File: src/include/fsp_settings.svh
// binary64 and NaN-boxed binary32 only; depth and credit counts must stay at least 1
`ifndef FSP_SETTINGS_SVH
`define FSP_SETTINGS_SVH

// --------------------
// datapath
// --------------------
`define FSP_DATA_W 64

// --------------------
// flow control
// --------------------
// result FIFO entries and the number of input credits
`define FSP_BUF_DEPTH 4
// credits granted by the downstream at reset
`define FSP_OUT_CREDITS 2

// --------------------
// canonical NaN words
// --------------------
`define FSP_CNAN_D 64'h7FF8_0000_0000_0000
// single NaN boxed with ones in the upper half
`define FSP_CNAN_S 64'hFFFF_FFFF_7FC0_0000

`endif

File: src/fsp_format_pkg.sv
// describes binary64 and boxed binary32 words only; half formats are not modelled
package fsp_format_pkg;

  // --------------------
  // format select
  // --------------------
  typedef enum logic {
    fmt_d = 1'b0,
    fmt_s = 1'b1
  } fsp_fmt_e;

  // --------------------
  // operand views
  // --------------------
  // binary64 layout
  typedef struct packed {
    logic        sign;
    logic [10:0] exp;
    logic [51:0] frac;
  } fsp_double_t;

  // binary32 in the low half of the word
  typedef struct packed {
    logic [31:0] box;
    logic        sign;
    logic [7:0]  exp;
    logic [22:0] frac;
  } fsp_single_t;

  // one 64-bit word, read as double or as single
  typedef union packed {
    fsp_double_t d;
    fsp_single_t s;
  } fsp_operand_u;

  // --------------------
  // operand class
  // --------------------
  // at most one bit set, all zero for a finite non-zero value
  typedef struct packed {
    logic snan;
    logic qnan;
    logic inf;
    logic zero;
  } fsp_class_t;

endpackage

File: src/fsp_op_pkg.sv
// encodings are shared with the vector file, so codes must not be renumbered
package fsp_op_pkg;

  // --------------------
  // operation code
  // --------------------
  typedef enum logic [2:0] {
    op_add = 3'd0,
    op_sub = 3'd1,
    op_max = 3'd2,
    op_min = 3'd3,
    op_feq = 3'd4,
    op_flt = 3'd5,
    op_fle = 3'd6
  } fsp_op_e;

  // --------------------
  // special-result kind
  // --------------------
  // none means the main adder owns the result
  typedef enum logic [2:0] {
    kind_none = 3'd0,
    kind_src0 = 3'd1,
    kind_src1 = 3'd2,
    kind_cnan = 3'd3,
    kind_inf  = 3'd4,
    kind_cmp  = 3'd5
  } fsp_kind_e;

endpackage

File: src/fsp_classify.sv
// single operands are classified from the low 32 bits only; the NaN box is not checked
`timescale 1ns/10ps

module fsp_classify (
  input  logic                         clk,
  input  logic                         rst_n,
  input  logic                         in_valid,
  input  fsp_op_pkg::fsp_op_e          in_op,
  input  fsp_format_pkg::fsp_fmt_e     in_fmt,
  input  fsp_format_pkg::fsp_operand_u in_src0,
  input  fsp_format_pkg::fsp_operand_u in_src1,
  output logic                         c_valid,
  output fsp_op_pkg::fsp_op_e          c_op,
  output fsp_format_pkg::fsp_fmt_e     c_fmt,
  output fsp_format_pkg::fsp_operand_u c_src0,
  output fsp_format_pkg::fsp_operand_u c_src1,
  output fsp_format_pkg::fsp_class_t   c_cls0,
  output fsp_format_pkg::fsp_class_t   c_cls1
);

  import fsp_format_pkg::*;

  fsp_class_t cls0;
  fsp_class_t cls1;

  // decode one operand through the view picked by the format
  function automatic fsp_class_t classify_word(input fsp_operand_u w, input fsp_fmt_e fmt);
    logic       exp_ones;
    logic       exp_zero;
    logic       frac_zero;
    logic       frac_msb;
    fsp_class_t cls;
    if (fmt == fmt_s)
    begin
      exp_ones  = &w.s.exp;
      exp_zero  = ~|w.s.exp;
      frac_zero = ~|w.s.frac;
      frac_msb  = w.s.frac[22];
    end
    else
    begin
      exp_ones  = &w.d.exp;
      exp_zero  = ~|w.d.exp;
      frac_zero = ~|w.d.frac;
      frac_msb  = w.d.frac[51];
    end
    // quiet bit set means qnan, the rest of a nonzero fraction means snan
    cls.snan = exp_ones & ~frac_zero & ~frac_msb;
    cls.qnan = exp_ones & frac_msb;
    cls.inf  = exp_ones & frac_zero;
    cls.zero = exp_zero & frac_zero;
    return cls;
  endfunction

  assign cls0 = classify_word(in_src0, in_fmt);
  assign cls1 = classify_word(in_src1, in_fmt);

  // --------------------
  // stage 1 registers
  // --------------------
  always_ff @(posedge clk or negedge rst_n)
  begin
    if (!rst_n)
      c_valid <= 1'b0;
    else
      c_valid <= in_valid;
  end

  always_ff @(posedge clk)
  begin
    c_op   <= in_op;
    c_fmt  <= in_fmt;
    c_src0 <= in_src0;
    c_src1 <= in_src1;
    c_cls0 <= cls0;
    c_cls1 <= cls1;
  end

  // resolve relies on classes being exclusive
  a_class_onehot: assert property (@(posedge clk) disable iff (!rst_n)
    c_valid |-> ($onehot0(c_cls0) && $onehot0(c_cls1)))
    else $error("operand class bits not one-hot");

endmodule

File: src/fsp_resolve.sv
// always picks the canonical NaN; NaN payloads are never propagated
`timescale 1ns/10ps

module fsp_resolve (
  input  logic                         clk,
  input  logic                         rst_n,
  input  logic                         c_valid,
  input  fsp_op_pkg::fsp_op_e          c_op,
  input  fsp_format_pkg::fsp_fmt_e     c_fmt,
  input  fsp_format_pkg::fsp_operand_u c_src0,
  input  fsp_format_pkg::fsp_operand_u c_src1,
  input  fsp_format_pkg::fsp_class_t   c_cls0,
  input  fsp_format_pkg::fsp_class_t   c_cls1,
  output logic                         r_valid,
  output fsp_op_pkg::fsp_kind_e        r_kind,
  output logic                         r_sign,
  output logic                         r_cmp,
  output logic                         r_nv,
  output fsp_format_pkg::fsp_fmt_e     r_fmt,
  output fsp_format_pkg::fsp_operand_u r_src0,
  output fsp_format_pkg::fsp_operand_u r_src1
);

  import fsp_format_pkg::*;
  import fsp_op_pkg::*;

  logic      s0;
  logic      s1;
  logic      nan0;
  logic      nan1;
  logic      any_snan;
  logic      any_inf;
  logic      act_sub;
  logic      pos_inf;
  logic      neg_inf;
  logic      feq_inf;
  logic      flt_inf;
  fsp_kind_e kind;
  logic      sign;
  logic      cmp;
  logic      nv;

  assign s0 = (c_fmt == fmt_s) ? c_src0.s.sign : c_src0.d.sign;
  assign s1 = (c_fmt == fmt_s) ? c_src1.s.sign : c_src1.d.sign;

  assign nan0     = c_cls0.snan | c_cls0.qnan;
  assign nan1     = c_cls1.snan | c_cls1.qnan;
  assign any_snan = c_cls0.snan | c_cls1.snan;
  assign any_inf  = c_cls0.inf | c_cls1.inf;

  // sub flips the sign of src1
  assign act_sub = s0 ^ s1 ^ (c_op == op_sub);

  assign pos_inf = (c_cls0.inf & ~s0) | (c_cls1.inf & ~s1);
  assign neg_inf = (c_cls0.inf & s0) | (c_cls1.inf & s1);

  // --------------------
  // compare with infinities
  // --------------------
  assign feq_inf = c_cls0.inf & c_cls1.inf & (s0 == s1);

  always_comb
  begin
    if (c_cls0.inf && c_cls1.inf)
      flt_inf = s0 & ~s1;
    else if (c_cls0.inf)
      flt_inf = s0;
    else
      flt_inf = ~s1;
  end

  // --------------------
  // per-operation rules
  // --------------------
  always_comb
  begin
    kind = kind_none;
    sign = 1'b0;
    cmp  = 1'b0;
    nv   = 1'b0;
    case (c_op)
      op_add, op_sub:
      begin
        if (nan0 || nan1)
        begin
          kind = kind_cnan;
          nv   = any_snan;
        end
        else if (c_cls0.inf && c_cls1.inf && act_sub)
        begin
          // inf - inf
          kind = kind_cnan;
          nv   = 1'b1;
        end
        else if (c_cls0.inf)
        begin
          kind = kind_inf;
          sign = s0;
        end
        else if (c_cls1.inf)
        begin
          kind = kind_inf;
          sign = s1 ^ (c_op == op_sub);
        end
      end
      op_max, op_min:
      begin
        if (any_snan || (nan0 && nan1))
        begin
          kind = kind_cnan;
          nv   = any_snan;
        end
        else if (nan0)
          kind = kind_src1;
        else if (nan1)
          kind = kind_src0;
        else if (any_inf)
        begin
          // max wants a +inf, min a -inf, otherwise the other operand wins
          if ((c_op == op_max) ? pos_inf : neg_inf)
          begin
            kind = kind_inf;
            sign = (c_op == op_min);
          end
          else
            kind = c_cls0.inf ? kind_src1 : kind_src0;
        end
      end
      op_feq, op_flt, op_fle:
      begin
        if (nan0 || nan1)
        begin
          kind = kind_cmp;
          nv   = (c_op == op_feq) ? any_snan : 1'b1;
        end
        else if (any_inf)
        begin
          kind = kind_cmp;
          if (c_op == op_feq)
            cmp = feq_inf;
          else if (c_op == op_flt)
            cmp = flt_inf;
          else
            cmp = feq_inf | flt_inf;
        end
      end
      default:
      begin
        kind = kind_none;
      end
    endcase
  end

  // --------------------
  // stage 2 registers
  // --------------------
  always_ff @(posedge clk or negedge rst_n)
  begin
    if (!rst_n)
      r_valid <= 1'b0;
    else
      r_valid <= c_valid;
  end

  always_ff @(posedge clk)
  begin
    r_kind <= kind;
    r_sign <= sign;
    r_cmp  <= cmp;
    r_nv   <= nv;
    r_fmt  <= c_fmt;
    r_src0 <= c_src0;
    r_src1 <= c_src1;
  end

  // a special input must never fall through to the main adder
  a_none_is_normal: assert property (@(posedge clk) disable iff (!rst_n)
    (r_valid && r_kind == kind_none) |-> !$past(nan0 || nan1 || any_inf))
    else $error("special operand resolved to kind none");

endmodule

File: src/fsp_assemble.sv
// single results other than passed operands are boxed with ones in the upper half
`timescale 1ns/10ps

`include "fsp_settings.svh"

module fsp_assemble (
  input  logic                         clk,
  input  logic                         rst_n,
  input  logic                         r_valid,
  input  fsp_op_pkg::fsp_kind_e        r_kind,
  input  logic                         r_sign,
  input  logic                         r_cmp,
  input  logic                         r_nv,
  input  fsp_format_pkg::fsp_fmt_e     r_fmt,
  input  fsp_format_pkg::fsp_operand_u r_src0,
  input  fsp_format_pkg::fsp_operand_u r_src1,
  output logic                         a_valid,
  output fsp_format_pkg::fsp_operand_u a_data,
  output logic                         a_nv,
  output logic                         a_special
);

  import fsp_format_pkg::*;
  import fsp_op_pkg::*;

  localparam int DATA_W = `FSP_DATA_W;

  fsp_operand_u word;

  // --------------------
  // result word
  // --------------------
  always_comb
  begin
    word = '0;
    case (r_kind)
      kind_src0: word = r_src0;
      kind_src1: word = r_src1;
      kind_cnan:
      begin
        if (r_fmt == fmt_s)
          word = fsp_operand_u'(`FSP_CNAN_S);
        else
          word = fsp_operand_u'(`FSP_CNAN_D);
      end
      kind_inf:
      begin
        if (r_fmt == fmt_s)
        begin
          word.s.box  = '1;
          word.s.sign = r_sign;
          word.s.exp  = '1;
          word.s.frac = '0;
        end
        else
        begin
          word.d.sign = r_sign;
          word.d.exp  = '1;
          word.d.frac = '0;
        end
      end
      // compare result in bit 0
      kind_cmp: word = fsp_operand_u'({{(DATA_W - 1){1'b0}}, r_cmp});
      default: word = '0;
    endcase
  end

  // --------------------
  // stage 3 registers
  // --------------------
  always_ff @(posedge clk or negedge rst_n)
  begin
    if (!rst_n)
      a_valid <= 1'b0;
    else
      a_valid <= r_valid;
  end

  always_ff @(posedge clk)
  begin
    a_data    <= word;
    a_nv      <= r_nv;
    a_special <= (r_kind != kind_none);
  end

endmodule

File: src/fsp_result_buffer.sv
// upstream must send only against in_credit and downstream must return only spent credits
`timescale 1ns/10ps

`include "fsp_settings.svh"

module fsp_result_buffer (
  input  logic                         clk,
  input  logic                         rst_n,
  input  logic                         a_valid,
  input  fsp_format_pkg::fsp_operand_u a_data,
  input  logic                         a_nv,
  input  logic                         a_special,
  input  logic                         out_credit,
  output logic                         out_valid,
  output fsp_format_pkg::fsp_operand_u out_data,
  output logic                         out_nv,
  output logic                         out_special,
  output logic                         in_credit
);

  import fsp_format_pkg::*;

  localparam int DEPTH       = `FSP_BUF_DEPTH;
  localparam int OUT_CREDITS = `FSP_OUT_CREDITS;
  localparam int PTR_W       = (DEPTH > 1) ? $clog2(DEPTH) : 1;
  localparam int CNT_W       = $clog2(DEPTH + 1);
  localparam int CRED_W      = $clog2(OUT_CREDITS + 1);

  fsp_operand_u      mem_data    [DEPTH];
  logic              mem_nv      [DEPTH];
  logic              mem_special [DEPTH];
  logic [PTR_W-1:0]  wr_ptr;
  logic [PTR_W-1:0]  rd_ptr;
  logic [CNT_W-1:0]  count;
  logic [CRED_W-1:0] out_cred;
  // input credits still to be handed upstream
  logic [CNT_W-1:0]  owed;
  logic              wr_en;
  logic              rd_en;

  assign wr_en = a_valid;
  assign rd_en = (count != '0) && (out_cred != '0);

  assign out_valid   = rd_en;
  assign out_data    = mem_data[rd_ptr];
  assign out_nv      = mem_nv[rd_ptr];
  assign out_special = mem_special[rd_ptr];

  // --------------------
  // storage
  // --------------------
  always_ff @(posedge clk)
  begin
    if (wr_en)
    begin
      mem_data[wr_ptr]    <= a_data;
      mem_nv[wr_ptr]      <= a_nv;
      mem_special[wr_ptr] <= a_special;
    end
  end

  always_ff @(posedge clk or negedge rst_n)
  begin
    if (!rst_n)
    begin
      wr_ptr <= '0;
      rd_ptr <= '0;
      count  <= '0;
    end
    else
    begin
      if (wr_en)
        wr_ptr <= (wr_ptr == PTR_W'(DEPTH - 1)) ? '0 : wr_ptr + PTR_W'(1);
      if (rd_en)
        rd_ptr <= (rd_ptr == PTR_W'(DEPTH - 1)) ? '0 : rd_ptr + PTR_W'(1);
      case ({wr_en, rd_en})
        2'b10: count <= count + CNT_W'(1);
        2'b01: count <= count - CNT_W'(1);
        default: count <= count;
      endcase
    end
  end

  // --------------------
  // credits
  // --------------------
  // owed starts full so the initial credits go out one per cycle,
  // then each read queues one more
  always_ff @(posedge clk or negedge rst_n)
  begin
    if (!rst_n)
    begin
      out_cred  <= CRED_W'(OUT_CREDITS);
      owed      <= CNT_W'(DEPTH);
      in_credit <= 1'b0;
    end
    else
    begin
      case ({rd_en, out_credit})
        2'b10: out_cred <= out_cred - CRED_W'(1);
        2'b01: out_cred <= out_cred + CRED_W'(1);
        default: out_cred <= out_cred;
      endcase
      in_credit <= (owed != '0);
      owed      <= owed - CNT_W'(owed != '0) + CNT_W'(rd_en);
    end
  end

  a_no_overflow: assert property (@(posedge clk) disable iff (!rst_n)
    a_valid |-> (count < CNT_W'(DEPTH)))
    else $error("result written into a full buffer");

  // downstream returns at most what it was given
  a_credit_bound: assert property (@(posedge clk) disable iff (!rst_n)
    out_credit |-> ((out_cred < CRED_W'(OUT_CREDITS)) || rd_en))
    else $error("output credit returned beyond the granted count");

endmodule

File: src/fsp_special_top.sv
// fixed three-cycle path to the buffer; output latency depends on out_credit returns
`timescale 1ns/10ps

module fsp_special_top (
  input  logic                         clk,
  input  logic                         rst_n,
  input  logic                         in_valid,
  input  fsp_op_pkg::fsp_op_e          in_op,
  input  fsp_format_pkg::fsp_fmt_e     in_fmt,
  input  fsp_format_pkg::fsp_operand_u in_src0,
  input  fsp_format_pkg::fsp_operand_u in_src1,
  output logic                         in_credit,
  output logic                         out_valid,
  output fsp_format_pkg::fsp_operand_u out_data,
  output logic                         out_nv,
  output logic                         out_special,
  input  logic                         out_credit
);

  import fsp_format_pkg::*;
  import fsp_op_pkg::*;

  // --------------------
  // stage 1 to 2
  // --------------------
  logic         c_valid;
  fsp_op_e      c_op;
  fsp_fmt_e     c_fmt;
  fsp_operand_u c_src0;
  fsp_operand_u c_src1;
  fsp_class_t   c_cls0;
  fsp_class_t   c_cls1;

  // --------------------
  // stage 2 to 3
  // --------------------
  logic         r_valid;
  fsp_kind_e    r_kind;
  logic         r_sign;
  logic         r_cmp;
  logic         r_nv;
  fsp_fmt_e     r_fmt;
  fsp_operand_u r_src0;
  fsp_operand_u r_src1;

  // stage 3 into the buffer
  logic         a_valid;
  fsp_operand_u a_data;
  logic         a_nv;
  logic         a_special;

  fsp_classify u_classify (
    .clk      (clk),
    .rst_n    (rst_n),
    .in_valid (in_valid),
    .in_op    (in_op),
    .in_fmt   (in_fmt),
    .in_src0  (in_src0),
    .in_src1  (in_src1),
    .c_valid  (c_valid),
    .c_op     (c_op),
    .c_fmt    (c_fmt),
    .c_src0   (c_src0),
    .c_src1   (c_src1),
    .c_cls0   (c_cls0),
    .c_cls1   (c_cls1)
  );

  fsp_resolve u_resolve (
    .clk     (clk),
    .rst_n   (rst_n),
    .c_valid (c_valid),
    .c_op    (c_op),
    .c_fmt   (c_fmt),
    .c_src0  (c_src0),
    .c_src1  (c_src1),
    .c_cls0  (c_cls0),
    .c_cls1  (c_cls1),
    .r_valid (r_valid),
    .r_kind  (r_kind),
    .r_sign  (r_sign),
    .r_cmp   (r_cmp),
    .r_nv    (r_nv),
    .r_fmt   (r_fmt),
    .r_src0  (r_src0),
    .r_src1  (r_src1)
  );

  fsp_assemble u_assemble (
    .clk       (clk),
    .rst_n     (rst_n),
    .r_valid   (r_valid),
    .r_kind    (r_kind),
    .r_sign    (r_sign),
    .r_cmp     (r_cmp),
    .r_nv      (r_nv),
    .r_fmt     (r_fmt),
    .r_src0    (r_src0),
    .r_src1    (r_src1),
    .a_valid   (a_valid),
    .a_data    (a_data),
    .a_nv      (a_nv),
    .a_special (a_special)
  );

  fsp_result_buffer u_result_buffer (
    .clk         (clk),
    .rst_n       (rst_n),
    .a_valid     (a_valid),
    .a_data      (a_data),
    .a_nv        (a_nv),
    .a_special   (a_special),
    .out_credit  (out_credit),
    .out_valid   (out_valid),
    .out_data    (out_data),
    .out_nv      (out_nv),
    .out_special (out_special),
    .in_credit   (in_credit)
  );

endmodule

File: config.mk
export PLATFORM = sky130hd
export DESIGN_NAME = fsp_special_top
export DESIGN_NICKNAME = d
export VERILOG_FILES = /design/src/fsp_format_pkg.sv /design/src/fsp_op_pkg.sv /design/src/fsp_classify.sv /design/src/fsp_resolve.sv /design/src/fsp_assemble.sv /design/src/fsp_result_buffer.sv /design/src/fsp_special_top.sv
export VERILOG_INCLUDE_DIRS = /design/src /design/src/include
export SDC_FILE = /design/constraint.sdc
export NUM_CORES = 1
export LEC_CHECK = 0
export BUFFER_PORTS_ARGS = -buffer_cell sky130_fd_sc_hd__buf_2
export CORE_UTILIZATION = 30
export DETAILED_ROUTE_END_ITERATION = 7
export MAX_ROUTING_LAYER = met4
export PLACE_DENSITY = 0.5
export SLEW_MARGIN = 20
export SYNTH_ARGS = -nofsm -noshare
export SYNTH_HDL_FRONTEND = slang
export SYNTH_SLANG_ARGS = --single-unit
File: constraint.sdc
create_clock -name clk -period 2.7 [get_ports clk]
set_clock_uncertainty 0.15 [all_clocks]
set_input_delay 0.405 -clock clk [delete_from_list [all_inputs] [get_ports clk]]
set_output_delay 0.405 -clock clk [all_outputs]
set_load 0.02 [all_outputs]
# Word level (Yosys, flattened, before mapping)
# Memories as Yosys holds them, arrays and structs flattened.
# Cells that the tools add are included.
# word_totals
ff_bits	355
mem_bits_rw	264
input_bits	136
word_cells	171
memories	3
# memory_table
memory	words	word_bits	rd	rd_ports_with_merged_regs	wr	line_no	rtl
u_result_buffer.mem_data	4	64	1	0	1	fsp_result_buffer.sv:29	fsp_operand_u mem_data [DEPTH];
u_result_buffer.mem_nv	4	1	1	0	1	fsp_result_buffer.sv:30	logic mem_nv [DEPTH];
u_result_buffer.mem_special	4	1	1	0	1	fsp_result_buffer.sv:31	logic mem_special [DEPTH];
# classes
n_addsub	8
eq_ne	18
muxes	51
n_bitwise	33
reduce_logical	29
# op_table
cell	n
64-bit one-hot mux with 5 select lines	1
64-bit 2-to-1 mux	2
52-bit OR reduction	2
23-bit OR reduction	2
3-bit 2-to-1 mux	11
1-bit 2-to-1 mux	29
11-bit AND reduction	2
8-bit AND reduction	2
1-bit AND	15
3-bit == test (second input constant)	5
3-bit by 2-bit == test with 1-bit output (second input constant)	4
3-bit one-hot mux with 3 select lines	1
3-bit nonzero test	3
2-bit == test (second input constant)	4
1-bit inverter	8
1-bit OR	7
2-bit by 1-bit adder with 2-bit output (second input constant)	3
3-bit by 1-bit == test with 1-bit output (second input constant)	2
2-bit 2-to-1 mux	3
3-bit one-hot mux with 2 select lines	1
2-bit nonzero test	3
3-bit OR reduction	2
2-bit by 1-bit == test with 1-bit output (second input constant)	2
1-bit logical AND	4
14 further kinds	21

# Depth between registers and ports, before layout
# Gate-level depths: netlist of the first run.
# depth
depth_word	11
ltp_mapped	8
mapped_depth_nobuf	8

# Hierarchy
# Synthesis of the first run repeated with hierarchy kept, for this count alone.
# unflattened
cells_unflattened	1012
hier_area_um2	19030.8
# by_module_without_submodules
module	instances	cells_each	area_per_inst_um2	seq_area_each_um2
fsp_result_buffer	1	404	10247.3	8255.4
fsp_classify	1	223	3400.8	2827.7
fsp_resolve	1	192	3105.5	2727.6
fsp_assemble	1	193	2277.2	1346.3

# Worst setup path after synthesis of the first run
# OpenSTA, ideal clock, no wires.
# synth_path
path_type	reg-to-reg
startpoint	register u_result_buffer.wr_ptr[0]
endpoint	memory u_result_buffer.mem_data[2][0] in the netlist's numbering, enable pin
setup_ns	0.431
arrival_ns	2.170
t_required_ns	2.119
setup_slack_ns	-0.051
stages_incl_launch_ff	4
n_path_buf	0
period_less_slack_ns	2.751
cell_sequence	dfrtp_1 inv_1 ha_1 and2_1
# synth_lines
item	line_no	rtl
from (decl)	fsp_result_buffer.sv:32	logic [PTR_W-1:0] wr_ptr;
from (signal assigned)	fsp_result_buffer.sv:73	wr_ptr <= (wr_ptr == PTR_W'(DEPTH - 1)) ? '0 : wr_ptr + PTR_W'(1);
to (decl)	fsp_result_buffer.sv:29	
# Straight into the memory's write port.

==> results of run 1 <==
-- layout by cell type, fill, tap and decap left out, drive strengths merged, types with 6 or more instances in the layout --
cell,instances
dfxtp,339
mux4,66
nand4,14
a22o,22
nor4,22
dlygate4sd3,135
xnor2,10
ha,10
o21ai,17
dfrtp,14
a21oi,16
nand2,16
clkbuf,92
nor3,9
nor2,42
and2,6
inv,29
a221o,28
clkinv,24
edfxtp,264
buf,241
mux2i,6
-- per-stage QoR --
stage	power, uW	setup TNS (ns)	hold WS, ns	std cells
final	25600	0	0.113	2313
after global routing	26700	-0.00689	0.137	2313
after CTS	25900	-0.0167	0.0890	2304
after detailed placement	16700	0	0.162	2039
after global placement	16600	0	0.161	2039
after floorplan	14500	0	-0.0406	1008
-- worst max path at each step --
stage               slack, ns                 startpoint                             end
floorplan                0.04  u_result_buffer.wr_ptr[0]  u_result_buffer.mem_data[3][0]
global placement         0.17                 in_src0[1]            u_classify.c_cls0[3]
detailed placement       0.17                 in_src0[1]            u_classify.c_cls0[3]
CTS                     -0.02  u_result_buffer.rd_ptr[0]                     out_data[2]
global route           -0.004  u_result_buffer.rd_ptr[0]                     out_data[2]
finish                   0.07  u_result_buffer.rd_ptr[0]                     out_data[2]
-- worst reg2reg max path, stage by stage (launching register included) --
cell	delay (ns)
dfxtp_1	0.41
mux2i_1	0.39
inv_1	0.15
ha_1	0.33
xnor2_1	0.16
a311oi_4	0.37
nor2_2	0.08
a32o_1	0.23
-- repair_timing --
action	in CTS	in global routing
gates resized for setup	0	5
setup endpoints to repair	66	8
buffers inserted	6	2
endpoints found under the hold margin	153	0
cloned	0	2
hold buffers	135	0
-- metal layers --
layer	routed length, um	part of all wire [%]
met2	22000	49
met4	1080	2.4
met1	19600	44
met3	1990	4.5
met5	0	0
-- sequential cells by signal, indices dropped and copies added (netlist names), 2 cells and up --
register	flops
u_result_buffer.count	3
u_result_buffer.mem_data	256
u_classify.c_cls0	3
u_classify.c_op	3
u_resolve.r_src0	64
u_resolve.r_src1	64
u_result_buffer.wr_ptr	2
u_classify.c_src1	64
u_classify.c_cls1	3
u_result_buffer.owed	3
u_assemble.a_data	64
u_result_buffer.out_cred	2
u_classify.c_src0	64
u_result_buffer.mem_nv	4
u_result_buffer.mem_special	4
u_result_buffer.rd_ptr	2
u_resolve.r_kind	3
-- logic make-up after synthesis --
group / count (synthesis) / synth area share [%]
flops: 619 / 80.7
simple gates: 122 / 3.37
compound gates: 107 / 4.57
mux: 75 / 8.50
buf+inv: 58 / 1.30
xor+xnor: 15 / 0.701
fa+ha+maj: 12 / 0.881
-- layout make-up --
type | count | area share, %
sequential | 619 | 61.1
multi-input combinational | 331 | 13.7
timing repair buffer | 378 | 11.9
clock buffer | 90 | 7.84
tap | 837 | 4.23
clock inverter | 34 | 0.940
inverter | 19 | 0.288
antenna | 5 | 0.0505
-- report_power, final --
group	internal, uW	switching (uW)
Clock	5130	3710
Sequential	10900	342
Combinational	2460	3040
Total	18500	7090
==> summary.txt, run 1 <==
Detailed routing
  • Drt pass-1 iters: 6
  • Routed vias/inst: 4.29
  • Vias: 9,922
  • DRC: 0
  • Iteration-0 DRC count of the detailed router: 614
  • Routed WL: 44,700 um
  • Antenna-violating nets left: 0
  • Routed len/inst: 19.3 um

Synthesis
  • Synth unique cells: 53
  • Synthesized Nets: 1,156
  • Area leader, netlist: edfxtp_1
  • #FFs+latches synth: 619
  • Synth warn: 0
  • Post-synth top cells: 339 x dfxtp_1, 264 x edfxtp_1, 66 x mux4_2, 41 x nor2_1, 28 x a221o_1
  • Synth Flop Type: dfxtp_1
  • Syn_area_per_cell: 18.6 um^2
  • Seq/Total Area, Yosys: 80.7%
  • Post-synth ARST share: 2.58%
  • Synth top area share: 42.3%
  • Most common cell in the netlist: dfxtp_1
  • EDFF count, synth: 264
  • Mapped cell area: 18,700 um^2
  • Top cells by area, synth: edfxtp_1 42%, dfxtp_1 36%, mux4_2 7.9%
  • Cells after synthesis: 1,008

Critical path
  • CP Launch Type: flip-flop
  • CP max stage delay: 0.55 ns
  • Reg-to-Reg Start: u_classify.c_fmt
  • CP endpoint kind: output port
  • WP buf/inv: 3
  • WP depth: 4
  • Critical path fanouts, max: 8
  • Worst path slowest cell: mux4_2
  • Critical path class: flip-flop to output port
  • R2R setup slack: 0.32 ns
  • Crit-path cells: buf_12 -> buf_12 -> mux4_2 -> buf_6
  • Worst Path Required: 2.14 ns
  • Arrival time worst endpoint: 2.07 ns
  • Worst r2r path cells: 7
  • Most common cell on crit path: buf_12
  • CP top delay family: multiplexers
  • Worst R2R End: u_resolve.r_kind[0]

Place
  • Post-DP Area: 21,100 um^2
  • DPL Wire Length: 28,300 um
  • Post-place setup slack: 0.174 ns
  • GPL Wtd Cong: 0.764
  • Port bufs: 203

Cells and area
  • Nets: 1,564
  • Layout cell share with drive strength beyond 1: 29.8%
  • Final core utilization: 40.1%
  • Area growth syn-to-layout: 32.1%
  • Footprint of the multi-input gates: 3390 um^2
  • FF+latch area: 15,100 um^2
  • # fillers: 5,669
  • Final Cell Area: 24,800 um^2

GRT
  • GR peak layer: met2
  • Met1 Resource Use GR: 18.2%
  • Total grt overflow: 0
  • All-Layer GR Usage: 14.6%
  • Largest net degree at the start of global routing: 67
  • Met3 Use GR: 3.11%
  • First-pass GRT wire length: 65,800 um
  • Vias in the first global route: 10,400
  • Met2 usage: 23.3%
  • Initial antenna violation count: 6

Timing
  • Unrepaired setup endpoints after global routing: yes
  • Slew Limit Fails: 0
  • Upper clock frequency limit: 0.380 GHz
  • Max-slew headroom: 38.0%
  • Worst setup margin: 0.0711 ns
  • Ratio of final minimum period to clock period: 97.4%
  • Setup-failing EPs final: 0
  • Period minus WS final: 2.63 ns
  • Tightest Pin Transition: 0.921 ns
  • Hold Fails Final Rpt: 0

Power
  • Pwr/cell area: 1030 nW/um^2
  • Maximum vdd ir drop: 0.407 mV
  • Leak: 0.00939 uW

Floorplan
  • Top-level I/O count: 204
  • Die area: 63,500 um^2
  • Initial Utilization: 30.4%
  • Die X: 252 um
  • Chip height: 252 um
  • Core Box Area: 61,700 um^2
  • Row count: 91

Run status
  • Status: completed

CTS
  • Clk Latency, worst-skew pair: 0.59 ns
  • Total CTS buffers: 67
  • CTS tree: yes
  • Clk buf depth: 3
  • Root Driver: clkbuf_16
  • H-tree depth: 3
  • Clk slew on worst S/H paths: 0.06 ns
  • Sink Count: 619

Worst hold path
  • Worst hold path type: input pin to asynchronous set/reset pin

Job
  • Max-capacitance violation count: 0
Note: power is estimated with default switching activity, not from simulation.
==> run 2: changes to the inputs <==
SETUP_SLACK_MARGIN = 0.2   (was not set)
==> run 2 against run 1 <==
  * Worst setup slack better by 0.0076 ns
  * Non-clock buffer count is 4 higher
  * Sequential share of layout area is 0.26 points lower
  * Sequential power hardly changed
  * Core utilization is 0.17 points higher
  * First-iteration DRC count is 22% lower
  * Register-to-register slack worse by 0.02 ns
  * Critical endpoint is now out_data[23]
  * Largest cell class unchanged
==> summary.txt, run 2 (same netlist as run 1, synthesis figures left out) <==
Timing
  • Period minus WS final: 2.62 ns (-0.00755 ns)
  • Tightest Pin Transition: 0.516 ns (-0.404 ns)
  • Slew Limit Fails: 0 (unchanged)
  • Unrepaired setup endpoints after global routing: yes
  • Max-slew headroom: 64.7% (+27 points)
  • Ratio of final minimum period to clock period: 97.1% (-0.28 points)
  • Worst setup margin: 0.0786 ns (+0.00755 ns)
  • Setup-failing EPs final: 0 (unchanged)
  • Setup Total Neg Slack: 0 ns (unchanged)
  • Upper clock frequency limit: 0.381 GHz (+0.29%)
  • Hold Fails Final Rpt: 0 (unchanged)

Job
  • Max-capacitance violation count: 0 (unchanged)

Worst hold path
  • Worst hold path type: input pin to asynchronous set/reset pin

Floorplan
  • Row count: 91 (unchanged)
  • Top-level I/O count: 204 (unchanged)
  • Core Box Area: 61,700 um^2 (unchanged)
  • Initial Utilization: 30.4% (unchanged)
  • Chip height: 252 um (unchanged)
  • Die area: 63,500 um^2 (unchanged)
  • Die X: 252 um (unchanged)

Critical path
  • Most common cell on crit path: buf_8
  • Reg-to-Reg Start: u_classify.c_fmt
  • CP max stage delay: 0.54 ns (about the same)
  • Critical path fanouts, max: 6 (-2)
  • Worst R2R End: u_resolve.r_kind[0]
  • Worst Path Required: 2.14 ns (about the same)
  • CP top delay family: multiplexers
  • CP endpoint kind: output port
  • R2R setup slack: 0.30 ns (-0.02 ns)
  • Critical path class: flip-flop to output port
  • Arrival time worst endpoint: 2.07 ns (about the same)
  • Worst path slowest cell: mux4_2
  • Crit-path cells: buf_8 -> buf_8 -> mux4_2 -> buf_2
  • CP Launch Type: flip-flop
  • Worst r2r path cells: 7 (unchanged)
  • WP buf/inv: 3 (unchanged)

Place
  • DPL Wire Length: 28,400 um (+0.34%)
  • Inst Count DP: 2,040 (+0.049%)
  • Post-DP Area: 21,000 um^2 (-0.32%)
  • Port bufs: 203 (unchanged)
  • Post-place setup slack: 0.342 ns (+0.168 ns)
  • GPL Wtd Cong: 0.804 (+5.3%)

Power
  • Maximum vdd ir drop: 0.566 mV (+39%)
  • Int Pwr: 18,900 uW (+2.0%)
  • Logic pwr share: 21.5% (about the same)
  • Pwr/cell area: 1040 nW/um^2 (+0.77%)
  • Sw frac: 27.1% (-0.54 points)
  • Sequential share of power: 43.6% (-0.4 points)
  • Clk pwr share: 35.0% (+0.5 points)
  • Psw: 7030 uW (-0.79%)
  • Leak: 0.00944 uW (+0.58%)

CTS
  • Clk Latency, worst-skew pair: 0.59 ns (about the same)
  • Root Driver: clkbuf_16
  • Sink Count: 619 (unchanged)
  • Clk buf depth: 3 (unchanged)
  • Clk slew on worst S/H paths: 0.06 ns (about the same)
  • CTS tree: yes
  • Total CTS buffers: 66 (-1.5%)
  • H-tree depth: 3 (unchanged)

Detailed routing
  • Routed vias/inst: 4.31 (+0.59%)
  • Routed len/inst: 19.1 um (-0.99%)
  • Iteration-0 DRC count of the detailed router: 476 (-22%)
  • DRC: 0 (unchanged)
  • Routed WL: 44,300 um (-1.0%)
  • Vias: 9,976 (+0.54%)
  • Drt pass-1 iters: 6 (unchanged)
  • Antenna-violating nets left: 0 (unchanged)

GRT
  • Initial antenna violation count: 2 (-4)
  • First-pass GRT wire length: 65,200 um (-0.95%)
  • Vias in the first global route: 10,600 (+2.3%)
  • Total grt overflow: 0 (unchanged)
  • Largest net degree at the start of global routing: 67 (unchanged)
  • All-Layer GR Usage: 14.4% (-0.15 points)

Cells and area
  • FF+latch area: 15,100 um^2 (unchanged)
  • # fillers: 5,672 (+0.053%)
  • Nets: 1,567 (+0.19%)
  • Largest register FFs: 256 (unchanged)
  • Final Cell Area: 24,900 um^2 (+0.42%)
  • Area growth syn-to-layout: 32.7%
  • Footprint of the multi-input gates: 3390 um^2 (unchanged)
  • Finished Layout Cells: 2,312 (-0.043%)
  • Most common cell after layout, fill and taps aside: dfxtp_1
  • Biggest register: u_result_buffer.mem_data
  • Layout cell share with drive strength beyond 1: 30.0% (+0.23 points)
  • Most frequent cells in the layout: 339 x dfxtp_1, 264 x edfxtp_1, 200 x buf_2

Run status
  • Status: completed
-- run 2: layout make-up --
cell class,count,share of cell area (%)
Sequential cell,619,60.8
Multi-Input combinational cell,331,13.6
Timing Repair Buffer,382,11.9
Clock buffer,104,8.51
Tap cell,837,4.21
Clock inverter,18,0.574
Inverter,19,0.287
Antenna cell,2,0.0201
-- run 2: worst max-delay path by stage --
stage | end | cells past startpoint | from | slack (ns)
floorplan | u_result_buffer.owed[2] | 8 | u_result_buffer.count[0] | 0.32
global placement | u_resolve.r_kind[0] | 7 | u_classify.c_fmt | 0.42
detailed placement | u_resolve.r_kind[0] | 7 | u_classify.c_fmt | 0.34
CTS | out_data[2] | 4 | u_result_buffer.rd_ptr[0] | 0.003
global route | out_data[23] | 4 | u_result_buffer.rd_ptr[0] | 0.002
finish | out_data[23] | 4 | u_result_buffer.rd_ptr[0] | 0.08
-- run 2: power by group through the flow --
| stage | Sequential (uW) | Combinational [uW] | Clock [uW] |
|---|---|---|---|
| 2_1_floorplan | 11300 | 3220 | 0 |
| 3_3_place_gp | 11500 | 4990 | 0 |
| 3_5_place_dp | 11600 | 4980 | 0 |
| 4_1_cts | 11300 | 5560 | 9320 |
| 5_1_grt | 11400 | 5960 | 9700 |
| 6_report | 11300 | 5560 | 9050 |
-- run 2: per-layer routing --
layer / up-vias / wire [um] / global-route usage [%]
li1: 4685 / - / -
met2: 220 / 21500 / 23.0
met4: 0 / 1110 / 5.42
met1: 4995 / 19700 / 17.9
met5: - / 0 / -
met3: 76 / 1960 / 3.13
-- run 2: what timing repair did --
item | CTS | global route
hold buffers | 135 | 0
cloned | 2 | 2
hold endpoints to repair | 150 | 0
setup endpoints to repair | 66 | 66
gates resized for setup | 14 | 3
setup buffers | 5 | 4
-- run 2: per-stage QoR --
step	total power, uW	utilization, %	hold slack (ns)
3_3_place_gp	16500	34.0	0.160
6_report	25900	40.3	0.121
3_5_place_dp	16600	34.0	0.162
2_1_floorplan	14500	-	-0.0406
4_1_cts	26200	40.1	0.0911
5_1_grt	27000	40.3	0.135
